===== src/video_macros.svh =====
// Video timing macros
// Mode geometry for the 256x256 raster timing generator, plus the counter
// width and the colour channel widths shared by the package and the RTL
// Another mode is selected by editing the phase lengths below

`ifndef VIDEO_MACROS_SVH
`define VIDEO_MACROS_SVH

// ============================
// Horizontal phases in pixel clocks
// ============================
// A line is sync, back porch, active, front porch in that order
`define H_ACTIVE 256
`define H_FRONT 8
`define H_SYNC 40
`define H_BACK 16

// ============================
// Vertical phases in lines
// ============================
// A frame follows the same order as a line
`define V_ACTIVE 256
`define V_FRONT 8
`define V_SYNC 7
`define V_BACK 16

// Width of both position counters, wide enough for far larger modes
`define CNT_W 12

// Colour arrives as nibbles and leaves as bytes
// The output width is expected to be a whole multiple of the input width
`define COLOR_IN_W 4
`define COLOR_OUT_W 8

`endif


===== src/video_pkg.sv =====
// Video types
// Packed structures passed between the raster counter, the timing decoder,
// the output stage and the testbench

`include "video_macros.svh"

package video_pkg;

  // ============================
  // Raster position
  // ============================
  // Horizontal count in the upper half, line count in the lower half
  typedef struct packed {
    logic [`CNT_W-1:0] h;
    logic [`CNT_W-1:0] v;
  } raster_pos_t;

  // ============================
  // Decoded timing flags
  // ============================
  // Both syncs are active low
  // Border marks the outermost ring of the active area and is only ever
  // set together with active
  typedef struct packed {
    logic hsync_n;
    logic vsync_n;
    logic active;
    logic border;
  } timing_flags_t;

  // ============================
  // Colour words
  // ============================
  // Input colour, one nibble per channel
  typedef struct packed {
    logic [`COLOR_IN_W-1:0] r;
    logic [`COLOR_IN_W-1:0] g;
    logic [`COLOR_IN_W-1:0] b;
  } rgb_in_t;

  // Output colour, one byte per channel
  typedef struct packed {
    logic [`COLOR_OUT_W-1:0] r;
    logic [`COLOR_OUT_W-1:0] g;
    logic [`COLOR_OUT_W-1:0] b;
  } rgb_out_t;

endpackage


===== src/pixel_output.sv =====
// Pixel output stage
// Final register for sync, display enable and colour
// Colour is widened by repeating each input nibble, forced to white on the
// border and blanked outside the active area

`timescale 1ns/10ps
`include "video_macros.svh"

module pixel_output
(
  input  logic                     clk,
  input  logic                     reset_n,
  input  video_pkg::timing_flags_t flags,
  input  video_pkg::rgb_in_t       rgb_in,
  output logic                     hsync_n,
  output logic                     vsync_n,
  output logic                     de,
  output video_pkg::rgb_out_t      rgb
);

  // How many copies of a nibble fill one output channel
  localparam int REPEAT = `COLOR_OUT_W / `COLOR_IN_W;

  // ============================
  // Colour widening
  // ============================
  // Repeating the nibble maps 0 to 0 and full scale to full scale, with
  // even steps in between
  function automatic logic [`COLOR_OUT_W-1:0] widen(input logic [`COLOR_IN_W-1:0] c);
    return {REPEAT{c}};
  endfunction

  video_pkg::rgb_out_t rgb_d;

  // Border wins over picture data, and anything outside the window is black
  always_comb
  begin
    if (flags.border)
    begin
      rgb_d = '1;
    end
    else if (flags.active)
    begin
      rgb_d.r = widen(rgb_in.r);
      rgb_d.g = widen(rgb_in.g);
      rgb_d.b = widen(rgb_in.b);
    end
    else
    begin
      rgb_d = '0;
    end
  end

  // ============================
  // Output register
  // ============================
  // The colour source is sampled on the same edge that moves the flags out,
  // so no extra colour pipeline is needed
  always_ff @(posedge clk or negedge reset_n)
  begin
    if (!reset_n)
    begin
      hsync_n <= 1'b1;
      vsync_n <= 1'b1;
      de <= 1'b0;
      rgb <= '0;
    end
    else
    begin
      hsync_n <= flags.hsync_n;
      vsync_n <= flags.vsync_n;
      de <= flags.active;
      rgb <= rgb_d;
    end
  end

  // Blanked pixels carry no colour
  a_blank_is_black: assert property (@(posedge clk) disable iff (!reset_n)
    !de |-> (rgb == '0))
    else $error("Non-zero colour while display enable is low");

endmodule


===== src/raster_counter.sv =====
// Raster counter
// Free-running horizontal pixel counter and vertical line counter
// The line counter steps each time the pixel counter wraps, and both wrap
// at the end of the frame

`timescale 1ns/10ps
`include "video_macros.svh"

module raster_counter
(
  input  logic                   clk,
  input  logic                   reset_n,
  output video_pkg::raster_pos_t pos
);

  // ============================
  // Mode totals
  // ============================
  localparam int H_TOTAL = `H_ACTIVE + `H_FRONT + `H_SYNC + `H_BACK;
  localparam int V_TOTAL = `V_ACTIVE + `V_FRONT + `V_SYNC + `V_BACK;

  // Last position on a line and last line in a frame
  localparam logic [`CNT_W-1:0] H_LAST = `CNT_W'(H_TOTAL - 1);
  localparam logic [`CNT_W-1:0] V_LAST = `CNT_W'(V_TOTAL - 1);

  logic h_last;
  logic v_last;

  assign h_last = (pos.h == H_LAST);
  assign v_last = (pos.v == V_LAST);

  // ============================
  // Counters
  // ============================
  // Reset parks the counters on the final pixel of the frame, so the first
  // edge after release wraps both of them to zero
  // The idle front porch position also decodes to inactive syncs
  always_ff @(posedge clk or negedge reset_n)
  begin
    if (!reset_n)
    begin
      pos.h <= H_LAST;
      pos.v <= V_LAST;
    end
    else
    begin
      if (h_last)
      begin
        pos.h <= '0;
        // Lines only move at the end of a line
        if (v_last)
          pos.v <= '0;
        else
          pos.v <= pos.v + `CNT_W'(1);
      end
      else
      begin
        pos.h <= pos.h + `CNT_W'(1);
      end
    end
  end

  // Neither counter ever runs past its total
  a_pos_in_range: assert property (@(posedge clk) disable iff (!reset_n)
    (pos.h <= H_LAST) && (pos.v <= V_LAST))
    else $error("Raster position out of range h=%0d v=%0d", pos.h, pos.v);

endmodule


===== src/timing_decode.sv =====
// Timing decoder
// Turns the raster position into sync, active and border flags
// All flags are registered, so they describe the position one cycle back

`timescale 1ns/10ps
`include "video_macros.svh"

module timing_decode
(
  input  logic                     clk,
  input  logic                     reset_n,
  input  video_pkg::raster_pos_t   pos,
  output video_pkg::timing_flags_t flags
);

  // ============================
  // Window edges
  // ============================
  // Sync starts at count zero, back porch follows, then the active window
  localparam int H_ACT_START = `H_SYNC + `H_BACK;
  localparam int V_ACT_START = `V_SYNC + `V_BACK;

  // Last count inside each sync pulse
  localparam logic [`CNT_W-1:0] H_SYNC_LAST = `CNT_W'(`H_SYNC - 1);
  localparam logic [`CNT_W-1:0] V_SYNC_LAST = `CNT_W'(`V_SYNC - 1);

  // First and last count inside the active window
  localparam logic [`CNT_W-1:0] H_ACT_FIRST = `CNT_W'(H_ACT_START);
  localparam logic [`CNT_W-1:0] H_ACT_LAST = `CNT_W'(H_ACT_START + `H_ACTIVE - 1);
  localparam logic [`CNT_W-1:0] V_ACT_FIRST = `CNT_W'(V_ACT_START);
  localparam logic [`CNT_W-1:0] V_ACT_LAST = `CNT_W'(V_ACT_START + `V_ACTIVE - 1);

  // ============================
  // Position compares
  // ============================
  logic h_in_sync;
  logic v_in_sync;
  logic h_in_act;
  logic v_in_act;
  logic h_on_edge;
  logic v_on_edge;

  video_pkg::timing_flags_t flags_d;

  assign h_in_sync = (pos.h <= H_SYNC_LAST);
  assign v_in_sync = (pos.v <= V_SYNC_LAST);

  assign h_in_act = (pos.h >= H_ACT_FIRST) && (pos.h <= H_ACT_LAST);
  assign v_in_act = (pos.v >= V_ACT_FIRST) && (pos.v <= V_ACT_LAST);

  // First or last column, first or last row of the picture
  assign h_on_edge = (pos.h == H_ACT_FIRST) || (pos.h == H_ACT_LAST);
  assign v_on_edge = (pos.v == V_ACT_FIRST) || (pos.v == V_ACT_LAST);

  always_comb
  begin
    flags_d.hsync_n = !h_in_sync;
    flags_d.vsync_n = !v_in_sync;
    flags_d.active = h_in_act && v_in_act;
    // A column edge only counts on an active line and a row edge only in an active column
    flags_d.border = (h_on_edge && v_in_act) || (v_on_edge && h_in_act);
  end

  // ============================
  // Flag register
  // ============================
  // Idle values are syncs released and the picture blanked
  always_ff @(posedge clk or negedge reset_n)
  begin
    if (!reset_n)
    begin
      flags.hsync_n <= 1'b1;
      flags.vsync_n <= 1'b1;
      flags.active <= 1'b0;
      flags.border <= 1'b0;
    end
    else
    begin
      flags <= flags_d;
    end
  end

  // A border pixel is always an active pixel
  a_border_in_active: assert property (@(posedge clk) disable iff (!reset_n)
    flags.border |-> flags.active)
    else $error("Border flag set outside the active area");

  // The active window sits clear of both sync pulses
  a_active_clear_of_sync: assert property (@(posedge clk) disable iff (!reset_n)
    flags.active |-> (flags.hsync_n && flags.vsync_n))
    else $error("Active flag set during a sync pulse");

endmodule


===== src/video_top.sv =====
// Video timing top level
// Raster counter, timing decoder and output stage in one two-stage pipeline
// Every output reflects the raster position from two clock edges earlier

`timescale 1ns/10ps

module video_top
(
  input  logic                clk,
  input  logic                reset_n,
  input  video_pkg::rgb_in_t  rgb_in,
  output logic                hsync_n,
  output logic                vsync_n,
  output logic                de,
  output video_pkg::rgb_out_t rgb
);

  // ============================
  // Internal pipeline signals
  // ============================
  // Counter position, zero latency from the counter registers
  video_pkg::raster_pos_t pos;

  // Decoded flags, one cycle behind the position
  video_pkg::timing_flags_t flags;

  // ============================
  // Stage 0, raster counting
  // ============================
  raster_counter u_raster_counter
  (
    .clk     (clk),
    .reset_n (reset_n),
    .pos     (pos)
  );

  // ============================
  // Stage 1, position decode
  // ============================
  timing_decode u_timing_decode
  (
    .clk     (clk),
    .reset_n (reset_n),
    .pos     (pos),
    .flags   (flags)
  );

  // ============================
  // Stage 2, output register
  // ============================
  // Colour enters here directly and is sampled every clock
  pixel_output u_pixel_output
  (
    .clk     (clk),
    .reset_n (reset_n),
    .flags   (flags),
    .rgb_in  (rgb_in),
    .hsync_n (hsync_n),
    .vsync_n (vsync_n),
    .de      (de),
    .rgb     (rgb)
  );

endmodule


===== config.mk =====
export PLATFORM = sky130hd
export DESIGN_NAME = video_top
export DESIGN_NICKNAME = d
export VERILOG_FILES = /design/src/video_pkg.sv /design/src/pixel_output.sv /design/src/raster_counter.sv /design/src/timing_decode.sv /design/src/video_top.sv
export VERILOG_INCLUDE_DIRS = /design/src
export SDC_FILE = /design/constraint.sdc
export NUM_CORES = 1
export LEC_CHECK = 0
export BUFFER_PORTS_ARGS = -buffer_cell sky130_fd_sc_hd__buf_2
export CAP_MARGIN = 25
export CORE_ASPECT_RATIO = 1.25
export CORE_MARGIN = 4
export CORE_UTILIZATION = 58
export DETAILED_ROUTE_END_ITERATION = 8
export PLACE_DENSITY = 0.83
export SETUP_SLACK_MARGIN = 0.3
export SKIP_CTS_REPAIR_TIMING = 1
export SYNTH_ARGS = -nofsm -noshare
export SYNTH_HDL_FRONTEND = slang
export SYNTH_HIERARCHICAL = 1
export SYNTH_SLANG_ARGS = --single-unit

===== constraint.sdc =====
create_clock -name clk -period 4.84 [get_ports clk]
set_clock_uncertainty 0.05 [all_clocks]
set_input_delay 0.484 -clock clk [delete_from_list [all_inputs] [get_ports clk]]
set_output_delay 0.484 -clock clk [all_outputs]
set_load 0.02 [all_outputs]

# Word level (Yosys, flattened, before mapping)
# Index checks and enable logic that the tools add are counted.
# totals
regBits,55
latch_bits,0
mem_bits_rw,0
romBits,0
inputBits,14
word_cells,40
memories,0
# classes
add_sub_neg,2
multipliers,0
div_mod_pow,0
n_lt_le_gt_ge,6
n_eq_ne,6
shifts,0
n_mux,4
bitwise,0
n_reduce_logical,10
# ops
operator,n
equality test 12 x 9 -> 1 bit (second input constant),4
two-way mux 24 bit,2
adder 12 x 1 -> 12 bit (second input constant),2
<= comparator 12 x 9 -> 1 bit (second input constant),2
two-way mux 12 bit,2
equality test 12 x 5 -> 1 bit (second input constant),1
equality test 12 x 6 -> 1 bit (second input constant),1
greater-or-equal comparator 12 x 5 -> 1 bit (second input constant),1
greater-or-equal comparator 12 x 6 -> 1 bit (second input constant),1
<= comparator 12 x 3 -> 1 bit (second input constant),1
<= comparator 12 x 6 -> 1 bit (second input constant),1
logical AND 1 bit,5
logical OR 1 bit,3
logical NOT 1 bit,2

# Logic depth before layout (Yosys ltp)
# logic_depth
depth_word,4
depth_mapped,6

# By module
# The synthesis kept the hierarchy.
# by_module_without_submodules
module,n_inst,cells_per_inst,area_per_inst_um2
raster_counter,1,117,1206.2
pixel_output,1,41,581.8
timing_decode,1,29,290.3

# Worst setup path after synthesis
# No wires, ideal clock.
# synth_path
path_kind,register -> register
startpoint,register u_raster_counter/pos[12] (netlist name)
endpoint,register u_raster_counter/pos[3] (netlist name)
t_arrival_ns,1.594
slack_ns,3.117
stages_incl_launch_ff,7
n_path_buf,1
synth_period_minus_slack_ns,1.723
path_cell_list,dfstp_2 > ha_1 > nand3_1 > nand4bb_1 > buf_2 > or3_1 > o21ai_0
# synth_via
elab_chain_len,1
# synth_lines
element,line_no,source
equality test 12 x 9 -> 1 bit,raster_counter.sv:29,assign h_last = (pos.h == H_LAST);
# Every way passes these cells.
# A chain may end at the register's enable or synchronous reset.

# Final worst setup path
# layout_path
startpoint,register u_raster_counter/pos[12] (netlist name)
endpoint,register u_raster_counter/pos[3] (netlist name)
# layout_via
elab_chain_len,1
# layout_lines
element,line_no
equality test 12 x 9 -> 1 bit,raster_counter.sv:29
# Every way passes these cells.

==> flow_summary.ini <==
[yosys]
post_syn_nets = 204
synth_area_leader_cell = sky130_fd_sc_hd__dfrtp_1
ys_async_sr_fraction = 1.000
netlist_top_cells_area = sky130_fd_sc_hd__dfrtp_1 33%, sky130_fd_sc_hd__dfstp_2 20%, sky130_fd_sc_hd__buf_4 4.7%
postSynthCellCount = 187
netlist_cell_types = 38
synth_top_area_frac = 0.3251
synth_area_per_cell_um2 = 11.11
synth_warnings = 6
synth-edff-count = 0
synth_seq_area_share = 0.5274
ys_dominant_reg_cell = sky130_fd_sc_hd__dfrtp_1
synthesis.area_mm2 = 0.002078
ys_seq_elements = 43

[power_and_ir_drop]
power.share.combinational = 0.019
p_switching_uw = 125.1
p_int_uw = 464.1
clock_power_share = 0.371
power.density_mw_per_mm2 = 257.6
switching_share_of_power = 0.2123
power.static_leakage_nw = 1.221
vdd.ir_drop.worst_mv = 0.2188
power_uw = 589.1
power.sequential.fraction = 0.611

[global_route]
globalRouteMet2Util = 0.2841
busiest_layer = met2
first_global_vias = 1391
overflow = 0
use_met1 = 0.2057
met3_usage = 0.04117
grt_util_all_layers = 0.1710
grt_first_pass_wirelength_um = 5885
grt_max_degree = 44
initial_antenna_violation_count = 0

[floorplan]
placementRows = 24
placeableCoreArea_mm2 = 0.003483
die_width_um = 61.54
initial_standard_cell_utilization_of_the_core = 0.5966
dieArea_mm2 = 0.004611
top_level_ports = 41
die_height_um = 74.93

[clock_network]
tritoncts.num_buffers = 5
htree_levels = 2
clock_insertion_delay_worst_skew_ps = 290
tritoncts_clock_tree = yes
max-clock-path-buffers = 2
clock_sink_count = 43
clkTransAtPathRegs_ps = 80
cts_root_buffer = sky130_fd_sc_hd__clkbuf_8

[drt]
drt_pass1_iterations = 4
num_vias = 1487
dr.first_iter.drc_count = 77
total_drc_errors_in_the_routed_layout = 0
count_of_nets_left_with_antenna_violations_after_detail_routing = 0
routedWlPerCell_um = 14.16
route.final.wire_length_um = 3653
post_detailed_route_via_to_cell_ratio = 5.764

[critical_path]
timing.setup.critical_path_class = register to register
ff2ff_setup_slack_ps = 2810
capture_point_of_the_worst_reg_to_reg_path = u_raster_counter/pos[3]
reg2reg_from = u_raster_counter/pos[12]
worstPathArrival_ps = 2200
timing.reg2reg.worst_path_depth = 5
setup.worst_path.start_class = register
crit_required_ps = 5010
critical_path.max_fanout = 9
endpoint_kind = register

[place]
place_worst_setup_slack_ps = 2830
detailedPlacementHpwl_um = 2598
routabilityCongestion = 0.8394
number_of_i_o_port_buffers = 40

[cells_and_area]
num_antenna_cells = 0
post_route_cells_drive_above_1_share = 0.3059
num-fill-cells = 257
final_nets = 235
area_growth_syn_to_layout_pct = 10.05

[timing]
tightestPinTransition_ps = 879.3
timing.fmax_mhz = 492.6
post-route-period-util = 0.4195
worst_slew_margin_rel = 0.4138
finalWorstSetupSlack_ps = 2810
timing_max_transition_violations_final = 0
post-route-min-period_ps = 2030
finalHoldViolCount = 0
setup_viol = 0
final_sum_of_negative_setup_slack_ps = 0
finalHoldWorstSlack_ps = 259.6
setup_repair_after_global_routing_missed_its_margin = no

[hold_path]
holdCritPathClass = primary input to async pin

[outcome]
outcome = completed

[flow_run]
drv.max_cap_violation_count = 0
[layout by cell type, fill, tap and decap left out, drive strengths merged, types with 7 or more instances in the layout]
| master | n |
|---|---|
| nand2 | 12 |
| nor2 | 10 |
| o21ai | 7 |
| dfrtp | 27 |
| buf | 40 |
| nand3 | 12 |
| and3 | 8 |
| a21o | 12 |
| dfstp | 16 |
| xor2 | 11 |
[critical path: stages (launching register included)]
cell	delay, ps
sky130_fd_sc_hd__dfstp_2	580
sky130_fd_sc_hd__ha_1	190
sky130_fd_sc_hd__nand3_1	170
sky130_fd_sc_hd__nand4bb_1	440
sky130_fd_sc_hd__or3_1	440
sky130_fd_sc_hd__o21ai_0	80
[layout make-up]
class / count / area [um^2] / area share
inverter: 6 / 22.52 / 0.009847
clock buffer: 6 / 72.57 / 0.03173
clock inverter: 2 / 12.51 / 0.005470
timing repair buffer: 40 / 200.2 / 0.08753
tap: 39 / 48.80 / 0.02133
sequential: 43 / 1096 / 0.4792
multi-input combinational: 122 / 834.6 / 0.3649
[cell families (layout without fill, tap and decap cells)]
family / count (synthesis) / after routing / share of synthesized area
flops: 43 / 43 / 0.5274
xor+xnor: 16 / 16 / 0.06743
buf+inv: 22 / 54 / 0.07104
simple gates: 68 / 68 / 0.1915
mux: 2 / 2 / 0.009633
fa+ha+maj: 3 / 3 / 0.01806
compound gates: 33 / 33 / 0.1150
[cells in the mapped netlist (3+ instances only)]
library cell	number
sky130_fd_sc_hd__a21o_1	11
sky130_fd_sc_hd__a21oi_1	5
sky130_fd_sc_hd__and3_1	8
sky130_fd_sc_hd__buf_4	13
sky130_fd_sc_hd__dfrtp_1	27
sky130_fd_sc_hd__dfstp_2	16
sky130_fd_sc_hd__ha_1	3
sky130_fd_sc_hd__inv_1	6
sky130_fd_sc_hd__nand2_1	12
sky130_fd_sc_hd__nand3_1	12
sky130_fd_sc_hd__nand4_1	6
sky130_fd_sc_hd__nor2_1	10
sky130_fd_sc_hd__nor3_1	5
sky130_fd_sc_hd__o21ai_0	7
sky130_fd_sc_hd__xnor2_1	5
sky130_fd_sc_hd__xor2_1	11
[power groups by stage]
stage,registers [mW],logic (mW),clock network [mW]
4_1_cts,0.360,0.0118,0.227
2_1_floorplan,0.366,0.00000863,0
5_1_grt,0.360,0.0131,0.237
3_3_place_gp,0.366,0.0120,0
3_5_place_dp,0.366,0.0117,0
6_report,0.360,0.0111,0.218
[layer usage]
metal / part of all wire / wire (um)
met1: 0.41 / 1512
met2: 0.48 / 1752
met3: 0.087 / 319
met4: 0.019 / 68
met5: 0 / 0
[sequential cells by signal, indices dropped and copies added (netlist names)]
register and count:
u_pixel_output/de 1, u_pixel_output/hsync_n 1, u_pixel_output/vsync_n 1, u_timing_decode/flags 4, u_pixel_output/rgb 12, u_raster_counter/pos 24
[worst max-delay path by stage]
stage | startpoint | to | cells past startpoint
after floorplan | u_raster_counter/pos[12] | u_raster_counter/pos[3] | 6
after global placement | u_raster_counter/pos[12] | u_raster_counter/pos[3] | 5
after detailed placement | u_raster_counter/pos[12] | u_raster_counter/pos[3] | 5
after CTS | u_raster_counter/pos[12] | u_raster_counter/pos[3] | 5
after global routing | u_raster_counter/pos[12] | u_raster_counter/pos[3] | 5
final | u_raster_counter/pos[12] | u_raster_counter/pos[3] | 5
[per-stage QoR]
stage,area (um^2),util,instances
after floorplan,2078,-,187
after global placement,2202,0.6322,250
after detailed placement,2202,0.6322,250
after CTS,2287,0.6566,258
after global routing,2287,0.6566,258
final,2287,0.6566,258
Power figures use the tool's default switching activity.
